$ cat src/ppu_pkg.sv
package ppu_pkg;

	// bus side widths.
	typedef logic [15:0] bus_addr_t;
	typedef logic [7:0]  bus_data_t;

	// one bit per display register, bit n is FF40+n.
	typedef logic [11:0] reg_sel_t;

	// scanline timer widths.
	typedef logic [7:0] ly_t;
	typedef logic [8:0] dot_t;

	typedef enum logic [3:0] {
		LCDC = 4'd0,
		STAT = 4'd1,
		SCY  = 4'd2,
		SCX  = 4'd3,
		LY   = 4'd4,
		LYC  = 4'd5,
		DMA  = 4'd6,
		BGP  = 4'd7,
		OBP0 = 4'd8,
		OBP1 = 4'd9,
		WY   = 4'd10,
		WX   = 4'd11
	} reg_idx_e;

	// encoding matches STAT bits 1:0.
	typedef enum logic [1:0] {
		HBLANK   = 2'd0,
		VBLANK   = 2'd1,
		OAM_SCAN = 2'd2,
		DRAW     = 2'd3
	} ppu_mode_e;

	localparam bus_addr_t REG_BASE  = 16'hFF40;
	localparam int        REG_COUNT = 12;

	localparam int DOTS_PER_LINE   = 456;
	localparam int LINES_PER_FRAME = 154;
	localparam int VISIBLE_LINES   = 144;
	localparam int OAM_DOTS        = 80;
	localparam int DRAW_END        = 252;

	localparam bus_data_t UNMAPPED_DATA   = 8'hFF;
	localparam int        LCDC_ENABLE_BIT = 7;

endpackage
$ cat src/ppu_reg_top.sv
`timescale 1ns/1ps

module ppu_reg_top (
	input  logic               clk,
	input  logic               rst_n,
	input  ppu_pkg::bus_addr_t addr,
	input  ppu_pkg::bus_data_t wdata,
	input  logic               wr,
	input  logic               rd,
	output ppu_pkg::bus_data_t rdata,
	output logic               stat_irq,
	output logic               dma_start,
	output ppu_pkg::bus_data_t dma_page,
	output ppu_pkg::ly_t       ly,
	output ppu_pkg::ppu_mode_e mode
);

	import ppu_pkg::*;

	reg_sel_t   sel;
	logic       hit;
	bus_data_t  lcdc;
	bus_data_t  scy;
	bus_data_t  scx;
	bus_data_t  lyc;
	bus_data_t  bgp;
	bus_data_t  obp0;
	bus_data_t  obp1;
	bus_data_t  wy;
	bus_data_t  wx;
	logic [3:0] stat_en;

	ppu_decode u_decode (
		.addr (addr),
		.sel  (sel),
		.hit  (hit)
	);

	ppu_regs u_regs (
		.clk       (clk),
		.rst_n     (rst_n),
		.wdata     (wdata),
		.wr        (wr),
		.sel       (sel),
		.lcdc      (lcdc),
		.scy       (scy),
		.scx       (scx),
		.lyc       (lyc),
		.bgp       (bgp),
		.obp0      (obp0),
		.obp1      (obp1),
		.wy        (wy),
		.wx        (wx),
		.dma_page  (dma_page),
		.stat_en   (stat_en),
		.dma_start (dma_start)
	);

	// dot position feeds pixel logic outside this block.
	ppu_line_timer u_line_timer (
		.clk    (clk),
		.rst_n  (rst_n),
		.lcd_on (lcdc[LCDC_ENABLE_BIT]),
		.ly     (ly),
		.dot    (),
		.mode   (mode)
	);

	ppu_stat u_stat (
		.clk      (clk),
		.rst_n    (rst_n),
		.rd       (rd),
		.sel      (sel),
		.hit      (hit),
		.ly       (ly),
		.mode     (mode),
		.lyc      (lyc),
		.stat_en  (stat_en),
		.lcdc     (lcdc),
		.scy      (scy),
		.scx      (scx),
		.dma_page (dma_page),
		.bgp      (bgp),
		.obp0     (obp0),
		.obp1     (obp1),
		.wy       (wy),
		.wx       (wx),
		.rdata    (rdata),
		.stat_irq (stat_irq)
	);

endmodule

$ cat src/ppu_stat.sv
`timescale 1ns/1ps

module ppu_stat (
	input  logic               clk,
	input  logic               rst_n,
	input  logic               rd,
	input  ppu_pkg::reg_sel_t  sel,
	input  logic               hit,
	input  ppu_pkg::ly_t       ly,
	input  ppu_pkg::ppu_mode_e mode,
	input  ppu_pkg::bus_data_t lyc,
	input  logic [3:0]         stat_en,
	input  ppu_pkg::bus_data_t lcdc,
	input  ppu_pkg::bus_data_t scy,
	input  ppu_pkg::bus_data_t scx,
	input  ppu_pkg::bus_data_t dma_page,
	input  ppu_pkg::bus_data_t bgp,
	input  ppu_pkg::bus_data_t obp0,
	input  ppu_pkg::bus_data_t obp1,
	input  ppu_pkg::bus_data_t wy,
	input  ppu_pkg::bus_data_t wx,
	output ppu_pkg::bus_data_t rdata,
	output logic               stat_irq
);

	import ppu_pkg::*;

	logic      coincidence;
	bus_data_t stat_byte;
	bus_data_t rd_mux;
	logic      irq_cond;
	logic      irq_cond_q;

	assign coincidence = (ly == lyc);

	// bit 7 is unused and reads high.
	assign stat_byte = {1'b1, stat_en, coincidence, mode};

	always_comb begin
		rd_mux = UNMAPPED_DATA;
		if (hit) begin
			unique case (1'b1)
				sel[LCDC]: rd_mux = lcdc;
				sel[STAT]: rd_mux = stat_byte;
				sel[SCY]:  rd_mux = scy;
				sel[SCX]:  rd_mux = scx;
				sel[LY]:   rd_mux = ly;
				sel[LYC]:  rd_mux = lyc;
				sel[DMA]:  rd_mux = dma_page;
				sel[BGP]:  rd_mux = bgp;
				sel[OBP0]: rd_mux = obp0;
				sel[OBP1]: rd_mux = obp1;
				sel[WY]:   rd_mux = wy;
				sel[WX]:   rd_mux = wx;
			endcase
		end
	end

	// sources in STAT bit order 3 to 6.
	assign irq_cond = (stat_en[0] && (mode == HBLANK)) ||
	                  (stat_en[1] && (mode == VBLANK)) ||
	                  (stat_en[2] && (mode == OAM_SCAN)) ||
	                  (stat_en[3] && coincidence);

	always_ff @(posedge clk or negedge rst_n) begin
		if (!rst_n) begin
			rdata      <= UNMAPPED_DATA;
			irq_cond_q <= 1'b0;
			stat_irq   <= 1'b0;
		end else begin
			if (rd)
				rdata <= rd_mux;
			irq_cond_q <= irq_cond;
			stat_irq   <= irq_cond && !irq_cond_q;
		end
	end

endmodule

$ cat src/ppu_line_timer.sv
`timescale 1ns/1ps

module ppu_line_timer (
	input  logic               clk,
	input  logic               rst_n,
	input  logic               lcd_on,
	output ppu_pkg::ly_t       ly,
	output ppu_pkg::dot_t      dot,
	output ppu_pkg::ppu_mode_e mode
);

	import ppu_pkg::*;

	logic line_end;
	logic frame_end;
	logic in_vblank;

	assign line_end  = (dot == dot_t'(DOTS_PER_LINE - 1));
	assign frame_end = (ly == ly_t'(LINES_PER_FRAME - 1));
	assign in_vblank = (ly >= ly_t'(VISIBLE_LINES));

	// counters sit at zero while the LCD is off.
	always_ff @(posedge clk or negedge rst_n) begin
		if (!rst_n) begin
			dot <= '0;
			ly  <= '0;
		end else if (!lcd_on) begin
			dot <= '0;
			ly  <= '0;
		end else if (line_end) begin
			dot <= '0;
			ly  <= frame_end ? '0 : ly + 1'b1;
		end else begin
			dot <= dot + 1'b1;
		end
	end

	always_comb begin
		if (!lcd_on)
			mode = HBLANK;
		else if (in_vblank)
			mode = VBLANK;
		else if (dot < dot_t'(OAM_DOTS))
			mode = OAM_SCAN;
		else if (dot < dot_t'(DRAW_END))
			mode = DRAW;
		else
			mode = HBLANK;
	end

	a_ly_range: assert property (@(posedge clk) disable iff (!rst_n)
		ly < ly_t'(LINES_PER_FRAME))
		else $error("ppu_line_timer: ly out of range %0d", ly);

	a_dot_range: assert property (@(posedge clk) disable iff (!rst_n)
		dot < dot_t'(DOTS_PER_LINE))
		else $error("ppu_line_timer: dot out of range %0d", dot);

endmodule

$ cat src/ppu_regs.sv
`timescale 1ns/1ps

module ppu_regs (
	input  logic               clk,
	input  logic               rst_n,
	input  ppu_pkg::bus_data_t wdata,
	input  logic               wr,
	input  ppu_pkg::reg_sel_t  sel,
	output ppu_pkg::bus_data_t lcdc,
	output ppu_pkg::bus_data_t scy,
	output ppu_pkg::bus_data_t scx,
	output ppu_pkg::bus_data_t lyc,
	output ppu_pkg::bus_data_t bgp,
	output ppu_pkg::bus_data_t obp0,
	output ppu_pkg::bus_data_t obp1,
	output ppu_pkg::bus_data_t wy,
	output ppu_pkg::bus_data_t wx,
	output ppu_pkg::bus_data_t dma_page,
	output logic [3:0]         stat_en,
	output logic               dma_start
);

	import ppu_pkg::*;

	reg_sel_t we;

	assign we = wr ? sel : '0;

	// LY has no storage, a write to it is dropped.
	always_ff @(posedge clk or negedge rst_n) begin
		if (!rst_n) begin
			lcdc      <= '0;
			stat_en   <= '0;
			scy       <= '0;
			scx       <= '0;
			lyc       <= '0;
			dma_page  <= '0;
			bgp       <= '0;
			obp0      <= '0;
			obp1      <= '0;
			wy        <= '0;
			wx        <= '0;
			dma_start <= 1'b0;
		end else begin
			if (we[LCDC])
				lcdc <= wdata;
			// only the interrupt enables are writable.
			if (we[STAT])
				stat_en <= wdata[6:3];
			if (we[SCY])
				scy <= wdata;
			if (we[SCX])
				scx <= wdata;
			if (we[LYC])
				lyc <= wdata;
			if (we[DMA])
				dma_page <= wdata;
			if (we[BGP])
				bgp <= wdata;
			if (we[OBP0])
				obp0 <= wdata;
			if (we[OBP1])
				obp1 <= wdata;
			if (we[WY])
				wy <= wdata;
			if (we[WX])
				wx <= wdata;
			dma_start <= we[DMA];
		end
	end

	// back-to-back DMA writes mean a restart while a transfer runs.
	a_dma_single: assert property (@(posedge clk) disable iff (!rst_n)
		dma_start |=> !dma_start)
		else $error("ppu_regs: dma_start held for two cycles");

endmodule

$ cat src/ppu_decode.sv
`timescale 1ns/1ps

module ppu_decode (
	input  ppu_pkg::bus_addr_t addr,
	output ppu_pkg::reg_sel_t  sel,
	output logic               hit
);

	import ppu_pkg::*;

	logic      page_ff;
	bus_data_t offset;

	// high byte must be FF.
	assign page_ff = (addr[15:8] == REG_BASE[15:8]);

	// offset from FF40, wraps for 3F and below.
	assign offset = addr[7:0] - REG_BASE[7:0];

	always_comb begin
		sel = '0;
		for (int i = 0; i < REG_COUNT; i++) begin
			if (page_ff && (offset == 8'(i))) begin
				sel[i] = 1'b1;
			end
		end
	end

	assign hit = |sel;

endmodule

$ cat config.mk
export PLATFORM = sky130hd
export DESIGN_NAME = ppu_reg_top
export DESIGN_NICKNAME = d
export VERILOG_FILES = /design/src/ppu_pkg.sv /design/src/ppu_reg_top.sv /design/src/ppu_stat.sv /design/src/ppu_line_timer.sv /design/src/ppu_regs.sv /design/src/ppu_decode.sv
export SDC_FILE = /design/constraint.sdc
export NUM_CORES = 1
export LEC_CHECK = 0
export BUFFER_PORTS_ARGS = -buffer_cell sky130_fd_sc_hd__buf_2
export CAP_MARGIN = 20
export CORE_AREA = 2 2 146 148
export CTS_CLUSTER_SIZE = 14
export DETAILED_ROUTE_END_ITERATION = 12
export DIE_AREA = 0 0 148 150
export REMOVE_ABC_BUFFERS = 1
export SLEW_MARGIN = 20
export SYNTH_ARGS = -nofsm -noshare
export SYNTH_HDL_FRONTEND = slang
export SYNTH_SLANG_ARGS = --single-unit
$ cat constraint.sdc
create_clock -name clk -period 2.97 [get_ports clk]
set_input_delay 0.297 -clock clk [delete_from_list [all_inputs] [get_ports clk]]
set_output_delay 0.297 -clock clk [all_outputs]
set_load 0.02 [all_outputs]
==> results of run 1 <==
-- layer usage --
metal,wire (µm),vias to the layer above,track usage (%)
li1,-,1868,-
met3,1030,16,3.87
met5,0,-,0
met1,7180,2155,20.2
met2,8190,157,25.9
met4,265,0,5.24
-- worst max path at each step --
stage / start / to / slack (ns) / cells after the start
floorplan: addr[5] / u_stat.rdata[5] / 0.70 / 6
global placement: addr[5] / u_stat.rdata[4] / -0.13 / 8
detailed placement: addr[5] / u_stat.rdata[4] / -0.11 / 8
CTS: addr[5] / u_stat.rdata[4] / 0.28 / 8
global route: addr[5] / u_stat.rdata[4] / 0.009 / 8
finish: addr[5] / u_stat.rdata[4] / 0.08 / 8
-- placed cells by master, fill, tap and decap left out, types with 7 or more instances in the layout --
cell	instances
clkbuf_16	9
buf_2	54
o21ai_0	11
nand2_1	19
dfrtp_1	104
a22oi_1	12
mux2_1	58
buf_4	21
mux2_2	19
dfstp_2	8
nand3_1	16
and3_1	8
nand4_1	9
nor2_1	16
mux2_4	8
nand2b_1	9
xnor2_1	10
a21oi_1	7
a22o_1	7
-- critical path, stage by stage --
cell and delay [ns]:
buf_2 0.10, or4b_4 0.60, or3_4 0.42, nor2_2 0.35, o21ai_0 0.14, a2111oi_0 0.96, buf_4 0.24, a21oi_1 0.06
-- final cells by class --
cell class              instances  area share (%)
clock inverters                 7            1.45
inverters                       6           0.338
multi-input cells             319            40.5
clock buffers                   9            3.38
flip-flops and latches        112            42.2
repair buffers                 77            6.88
well taps                     275            5.17
-- logic make-up after synthesis --
kind of cell / share of synthesized area, %
xor+xnor: 2.31
compound gates: 10.2
buf+inv: 2.95
mux: 18.1
simple gates: 16.1
fa+ha+maj: 0.881
flops: 49.5
-- report_power, final --
group          total [mW]  switching (mW)  internal [mW]
Sequential           1.53        0.000319           1.52
Clock                1.32           0.577          0.739
Combinational       0.138           0.107         0.0315
-- sequential cells by signal, indices dropped and copies added (netlist names) --
register and count:
u_regs.dma_page 8, u_regs.wy 8, u_stat.stat_irq 1, u_regs.obp1 8, u_regs.wx 8, u_regs.lcdc 8, u_regs.obp0 8, u_regs.dma_start 1
u_regs.lyc 8, u_regs.scy 8, u_regs.scx 8, u_line_timer.ly 8, u_regs.stat_en 4, u_regs.bgp 8, u_stat.rdata 8, u_line_timer.dot 9
u_stat.irq_cond_q 1
-- through the flow --
stage,instance area (µm²),setup TNS (ns),util [%],setup WS (ns)
2_1_floorplan,5540,0,-,0.700
3_3_place_gp,6330,-0.130,30.6,-0.130
3_5_place_dp,6330,-0.108,30.6,-0.108
4_1_cts,6660,0,32.2,0.279
5_1_grt,6660,0,32.2,0.00910
6_report,6660,0,32.2,0.0789
-- cells in the mapped netlist, drive strengths merged, types with 10 or more instances --
master  number
mux2        85
nand3       22
nand2       21
a22oi       12
o21ai       12
xnor2       10
buf         15
clkbuf      16
dfrtp      104
nor2        19
nor4        12
-- repair_timing --
item                      in CTS  in global routing
hold endpoints to repair       8                  0
hold buffers                   1                  0
gates resized for setup        0                  0
==> impl_metrics.tcl, run 1 <==
set metrics [dict create \
    final_cell_count_no_fill 805 \
    cp.arrival_ns 3.18 \
    start_util_pct 27.5 \
    yosysTopAreaCellShare_pct 45.8 \
    finalClockSkew_ns 0.0125 \
    place_inst 788 \
    hp-class "in2reg" \
    clkTransAtPathRegs_ns 0.07 \
    cts_root_buf "clkbuf_16" \
    routed_wl_mm 16.7 \
    final_max_slew_viol_count 0 \
    cts_setup_buffers 0 \
    clk-insertion-delay-late_ns 0.37 \
    r2r-end "u_line_timer.ly[5]" \
    p_leak_nw 3.09 \
    cts.sinks 112 \
    synth_area_leaders "dfrtp_1 (46%), mux2_1 (11%), mux2_2 (3.8%)" \
    drive_gt1_share_pct 28.9 \
    hold_path_depth 2 \
    clk_path_buf_depth 2 \
    ys_ff_latch 112 \
    hold_viol 0 \
    grt_pass1_vias 4359 \
    worst_pin_slew_ns 1.09 \
    cts_made_buffers 9 \
    synth_top_flop_cell "dfrtp_1" \
    area_delta_synth_final_pct 17.2 \
    cp-start-kind "input pin" \
    design.core.area_mm2 0.0207 \
    hold_slack_ns 0.310 \
    min_period_ns 2.89 \
    io_pins 56 \
    fp.dieH_um 150 \
    crit_type "in2reg" \
    grt_use_total_pct 15.7 \
    dp_hpwl_mm 12.2 \
    die_w_um 148 \
    p_per_area_mw_per_mm2 448 \
    overflow 0 \
    grt_start_max_net_pins 63 \
    drc 0 \
    finalSetupViolations 0 \
    cp.required_ns 3.26 \
    avgSynthCellArea_um2 12.1 \
    rsz0062_at_grt "false" \
    relSlewSlack_pct 25.3 \
    synth_area_mm2 0.00568 \
    rows 53 \
    grt_first_pass_wirelength_mm 26.2 \
    maxCapViolations 0 \
    antennaDiodeCount 0 \
    syn_inst 468 \
    ir_drop_v 0.000328 \
    ff_latch_area_mm2 0.00281 \
    ys_types 68 \
    yosysWarnings 0 \
    drt_iter0_markers 319 \
    antenna_found_initial 0 \
    end_kind "register" \
    io_buffers 55 \
    hold_path_end "u_regs.wy[1]" \
    finalPower_mw 2.98 \
    fmax_mhz 346 \
    post_drt_wl_per_cell_um 20.7 \
    min_from "wdata[1]" \
    fillers 2119 \
    ff2ff_path_depth 5 \
    postRouteAntennaNets 0 \
    htree_levels 3 \
    yosysTopAreaCell "dfrtp_1" \
    status "completed" \
    via_per_inst 5.21 \
    gp_congestion 0.873 \
    async_flop_share_pct 100 \
    period_share_pct 97.3 \
    final_nets 557 \
    rr_startpoint "u_line_timer.dot[3]" \
    regToRegSetupSlack_ns 0.68 \
    vias 4196 \
    cts_tree "yes" \
    synth_edf_count 0 \
    first_pass_iters 5 \
    cp_max_fo 8 \
    synth-seq-area-share_pct 49.5 \
    dieArea_mm2 0.0222 \
    multi_input_area_mm2 0.00270 \
]
(Power assumes the default switching activity.)
==> run 2: changes to the inputs <==
==> constraint.sdc (replaced) <==
create_clock -name clk -period 2.7 [get_ports clk]
set_input_delay 0.27 -clock clk [delete_from_list [all_inputs] [get_ports clk]]
set_output_delay 0.27 -clock clk [all_outputs]
set_load 0.02 [all_outputs]
==> run 2 against run 1 <==
Effect of this change:
- non-clock buffer count is 6 higher
- total power is 11% higher
- critical path depth stayed put
- largest power group unchanged
- worst hold slack worse by 0.0014 ns
==> impl_metrics.tcl, run 2 (synthesis results as in run 1) <==
set metrics [dict create \
    io_pins 56 \
    cpLargestDelayFamily "simple AND/OR/NAND/NOR gates" \
    overflow 0 \
    maxCapViolations 0 \
    dp_hpwl_mm 11.9 \
    cts_root_buf "clkbuf_16" \
    hold_path_end "u_regs.obp0[1]" \
    p_per_area_mw_per_mm2 493 \
    largest_register_ffs 9 \
    routed_wl_mm 16.1 \
    place_area_mm2 0.00637 \
    power_frac_seq_pct 50.7 \
    gp_congestion 0.896 \
    area_delta_synth_final_pct 18.1 \
    cp.required_ns 2.99 \
    finalSetupViolations 0 \
    htree_levels 3 \
    clk-insertion-delay-late_ns 0.37 \
    die_w_um 148 \
    grt_start_max_net_pins 82 \
    status "completed" \
    hp-class "in2reg" \
    crit_type "in2reg" \
    grt_first_pass_wirelength_mm 25.7 \
    hold_viol 0 \
    min_from "wdata[1]" \
    drc 0 \
    relSlewSlack_pct 59.3 \
    clkTransAtPathRegs_ns 0.08 \
    p_int_mw 2.54 \
    vias 4183 \
    final_max_slew_viol_count 0 \
    rsz0062_at_grt "false" \
    clk_path_buf_depth 2 \
    dieArea_mm2 0.0222 \
    r2r-end "u_line_timer.ly[5]" \
    p_clk_share_pct 44.7 \
    io_buffers 55 \
    largest-register "u_line_timer.dot" \
    regToRegSetupSlack_ns 0.44 \
    crit_chain "buf_2 -> or4b_4 -> or3_4 -> nor2_2 -> o21ai_0 -> a2111oi_0 -> buf_4 -> a21oi_1" \
    final_cell_count_no_fill 811 \
    fp.dieH_um 150 \
    drive_gt1_share_pct 29.7 \
    antenna_found_initial 0 \
    place_inst 794 \
    period_share_pct 88.4 \
    grt_use_total_pct 15.3 \
    finalClockSkew_ns 0.0133 \
    cp_max_fo 11 \
    p_leak_nw 3.13 \
    antennaDiodeCount 0 \
    post_cts_resized 0 \
    drt_iter0_markers 389 \
    final_common_cell "dfrtp_1" \
    cp-start-kind "input pin" \
    min_period_ns 2.39 \
    switchingPower_mw 0.770 \
    post_drt_wl_per_cell_um 19.9 \
    max_stage_delay_ns 0.60 \
    pwr-share-comb_pct 4.6 \
    rows 53 \
    post-place-ws_ns 0.00124 \
    final_nets 563 \
    critPathSlowestCell "or4b_4" \
    fin_util_pct 32.4 \
    finalSetupTns_ns 0 \
    worst_pin_slew_ns 0.595 \
    end_kind "register" \
    final_area_mm2 0.00671 \
    design.core.area_mm2 0.0207 \
    start_util_pct 27.5 \
    cts_made_buffers 9 \
    path_buf_inv 2 \
    grt_pass1_vias 4316 \
    ir_drop_v 0.000295 \
    cp.arrival_ns 2.68 \
    cts.sinks 112 \
    cts_tree "yes" \
    postRouteAntennaNets 0 \
    rr_startpoint "u_line_timer.dot[3]" \
    layout_common_cells "dfrtp_1 (104), mux2_1 (58), buf_2 (54)" \
    fmax_mhz 419 \
    hold_path_depth 2 \
    via_per_inst 5.16 \
    first_pass_iters 4 \
    ff2ff_path_depth 5 \
    switching_share_pct 23.3 \
    setup_ws_ns 0.313 \
]
-- run 2: power by group through the flow --
stage	clock network [mW]	logic, mW	registers (mW)
after detailed placement	0	0.153	1.71
after floorplan	0	0.0376	1.71
final	1.48	0.152	1.68
after global routing	1.59	0.167	1.68
after global placement	0	0.150	1.71
after CTS	1.51	0.154	1.68
-- run 2: worst max path at each step --
stage / start / endpoint / slack, ns / cells after the start
4_1_cts: addr[5] / u_stat.rdata[4] / 0.39 / 8
3_5_place_dp: addr[5] / u_stat.rdata[4] / 0.001 / 8
6_report: addr[5] / u_stat.rdata[4] / 0.31 / 8
3_3_place_gp: addr[5] / u_stat.rdata[4] / 0.14 / 8
2_1_floorplan: addr[5] / u_stat.rdata[5] / 0.46 / 6
5_1_grt: addr[5] / u_stat.rdata[4] / 0.24 / 8
-- run 2: metal layers --
layer	wire length (µm)	track usage (%)	share of wire, %	vias to the layer above
met5	0	0	0	-
met4	350	5.14	2.2	0
met3	689	3.45	4.3	25
met2	7900	25.2	49	114
met1	7180	19.8	45	2153
li1	-	-	-	1891
-- run 2: worst reg2reg max path, stage by stage (launching register included) --
cell      delay (ns)
dfrtp_1         0.43
or4b_1          0.54
or3_1           0.35
nand2_1         0.39
nand2b_1        0.19
o41ai_1         0.26
-- run 2: cell type report --
type | instances | area [µm²]
Inverter | 6 | 22.5
Multi-Input combinational cell | 319 | 2700
Clock buffer | 9 | 225
Fill cell | 2100 | 14000
Clock inverter | 7 | 104
Timing Repair Buffer | 83 | 503
Sequential cell | 112 | 2810
Tap cell | 275 | 344
-- run 2: per-stage QoR --
step / power (mW) / hold WS [ns]
2_1_floorplan: 1.75 / -0.0256
3_3_place_gp: 1.86 / 0.236
3_5_place_dp: 1.86 / 0.247
4_1_cts: 3.34 / 0.293
5_1_grt: 3.44 / 0.302
6_report: 3.31 / 0.309
-- run 2: repair_timing --
item | 4_1_cts | 5_1_grt
setup buffers | 0 | 0
hold buffers | 1 | 0
hold endpoints to repair | 30 | 0
==> run 3: changes to the inputs <==
--- a/config.mk
+++ b/config.mk
@@ -7,10 +7,13 @@
 export LEC_CHECK = 0
 export BUFFER_PORTS_ARGS = -buffer_cell sky130_fd_sc_hd__buf_2
 export CAP_MARGIN = 20
-export CORE_AREA = 2 2 146 148
+export CELL_PAD_IN_SITES_DETAIL_PLACEMENT = 1
+export CELL_PAD_IN_SITES_GLOBAL_PLACEMENT = 1
+export CORE_AREA = 2 2 112 114
 export CTS_CLUSTER_SIZE = 14
 export DETAILED_ROUTE_END_ITERATION = 12
-export DIE_AREA = 0 0 148 150
+export DIE_AREA = 0 0 114 116
+export PLACE_DENSITY_LB_ADDON = 0.1
 export REMOVE_ABC_BUFFERS = 1
 export SLEW_MARGIN = 20
 export SYNTH_ARGS = -nofsm -noshare
==> run 3 against run 2 <==
Effect of this change:
- combinational power rose by 8%
- non-clock buffer count rose by 2
- worst setup slack improved by 0.14 ns
==> impl_metrics.tcl, run 3 (synthesis results as in run 1) <==
set metrics [dict create \
    status "completed" \
    p_leak_nw 3.11 \
    largest-register "u_line_timer.dot" \
    vias 4278 \
    clk-insertion-delay-late_ns 0.36 \
    post_drt_wl_per_cell_um 25.8 \
    critPathSlowestCell "nor4_2" \
    drive_gt1_share_pct 29.4 \
    route.met2.wl_mm 8.11 \
    top_layer_used "met4" \
    layout_common_cells "dfrtp_1 (104), mux2_1 (58), buf_2 (54)" \
    antennaDiodeCount 0 \
    p_per_area_mw_per_mm2 476 \
    cp_max_fo 9 \
    maxCapViolations 0 \
    grt_pass1_vias 4477 \
    end_kind "register" \
    hold_viol 0 \
    io_buffers 55 \
    antenna_found_initial 0 \
    path_buf_inv 1 \
    fillers 1247 \
    period_share_pct 83.4 \
    grt_use_total_pct 28.1 \
    postRouteAntennaNets 0 \
    area_delta_synth_final_pct 14.5 \
    finalSetupTns_ns 0 \
    p_int_mw 2.37 \
    cts_tree "yes" \
    met3_length_um 993 \
    switchingPower_mw 0.728 \
    grt_start_max_net_pins 47 \
    cp.arrival_ns 2.54 \
    final_common_cell "dfrtp_1" \
    design.core.area_mm2 0.0119 \
    final_max_slew_viol_count 0 \
    start_util_pct 47.7 \
    first_pass_iters 5 \
    min_period_ns 2.25 \
    relSlewSlack_pct 48.2 \
    cp.required_ns 2.99 \
    die_w_um 114 \
    switching_share_pct 23.5 \
    dp_hpwl_mm 12.7 \
    io_pins 56 \
    dieArea_mm2 0.0132 \
    gp_congestion 0.946 \
    cts_setup_buffers 0 \
    power_frac_seq_pct 54.2 \
    pwr-share-comb_pct 5.3 \
    overflow 0 \
    max_stage_delay_ns 0.60 \
    rows 40 \
    fmax_mhz 444 \
    hp-class "in2reg" \
    met1Wirelength_mm 8.24 \
    worst_pin_slew_ns 0.774 \
    crit_chain "buf_2 -> or4b_4 -> or2_1 -> nor4_2 -> a222oi_1 -> and3_1 -> a21oi_1" \
    drc 0 \
    clk_path_buf_depth 2 \
    fin_util_pct 54.6 \
    crit_type "in2reg" \
    cts_made_buffers 9 \
    largest_register_ffs 9 \
    rsz0062_at_grt "false" \
    finalSetupViolations 0 \
    p_clk_share_pct 40.5 \
    ir_drop_v 0.000336 \
    clkTransAtPathRegs_ns 0.08 \
    final_nets 565 \
    grt_first_pass_wirelength_mm 27.1 \
    routed_wl_mm 17.7 \
    cts.sinks 112 \
    drt_iter0_markers 346 \
    fp.dieH_um 116 \
    htree_levels 3 \
    cp-start-kind "input pin" \
    cts_root_buf "clkbuf_16" \
    via_per_inst 6.25 \
    cpLargestDelayFamily "simple AND/OR/NAND/NOR gates" \
    finalClockSkew_ns 0.00921 \
]
## run 3: changes by cell type in the layout (fill, tap and decap cells not counted), sizes merged
cell / change
clkbuf: +4
buf: +2
bufinv: -2
inv: -2
clkinv: -1
clkinvlp: +1
## run 3: final cells by class
type	instances	area [µm²]	share of cell area, %
clock buffers	13	250	3.85
clock inverters	3	17.5	0.269
inverters	6	22.5	0.346
multi-input cells	319	2700	41.5
flip-flops and latches	112	2810	43.2
well taps	147	184	2.83
repair buffers	85	518	7.96
## run 3: worst paths after layout
kind	slack (ns)	endpoint	depth (start not counted)	startpoint
max	0.45	u_stat.rdata[2]	7	addr[5]
min reg2reg	0.40	u_stat.stat_irq	1	u_stat.irq_cond_q
min	0.32	u_regs.wx[1]	2	wdata[1]
min in group asynchronous	0.47	u_line_timer.dot[3]	2	rst_n
max reg2reg	0.48	u_line_timer.ly[6]	5	u_line_timer.dot[3]
max in group asynchronous	1.52	u_stat.rdata[2]	3	rst_n
## run 3: routing by layer
layer | global-route usage [%] | up-vias
li1 | - | 1889
met1 | 40.5 | 2222
met2 | 42.9 | 144
met3 | 5.60 | 23
met4 | 9.02 | 0
met5 | 0 | -
## run 3: stage by stage
step                area [µm²]  total power, mW  hold WS, ns  cells  setup slack [ns]
floorplan                 5540             1.75      -0.0256    437             0.457
global placement          6230             1.87        0.320    668             0.124
detailed placement        6230             1.87        0.321    668             0.147
CTS                       6500             3.13        0.319    685             0.429
global route              6500             3.20        0.344    685             0.368
finish                    6500             3.09        0.325    685             0.449
## run 3: timing repair
action | in CTS | in global routing
gates resized for setup | 0 | 0
hold endpoints to repair | 41 | 0
hold buffers | 1 | 0
## run 3: power by group through the flow
| stage | registers, mW | clock network, mW | logic (mW) |
|---|---|---|---|
| 2_1_floorplan | 1.71 | 0 | 0.0376 |
| 3_3_place_gp | 1.71 | 0 | 0.161 |
| 3_5_place_dp | 1.71 | 0 | 0.163 |
| 4_1_cts | 1.68 | 1.28 | 0.165 |
| 5_1_grt | 1.68 | 1.35 | 0.177 |
| 6_report | 1.68 | 1.25 | 0.164 |
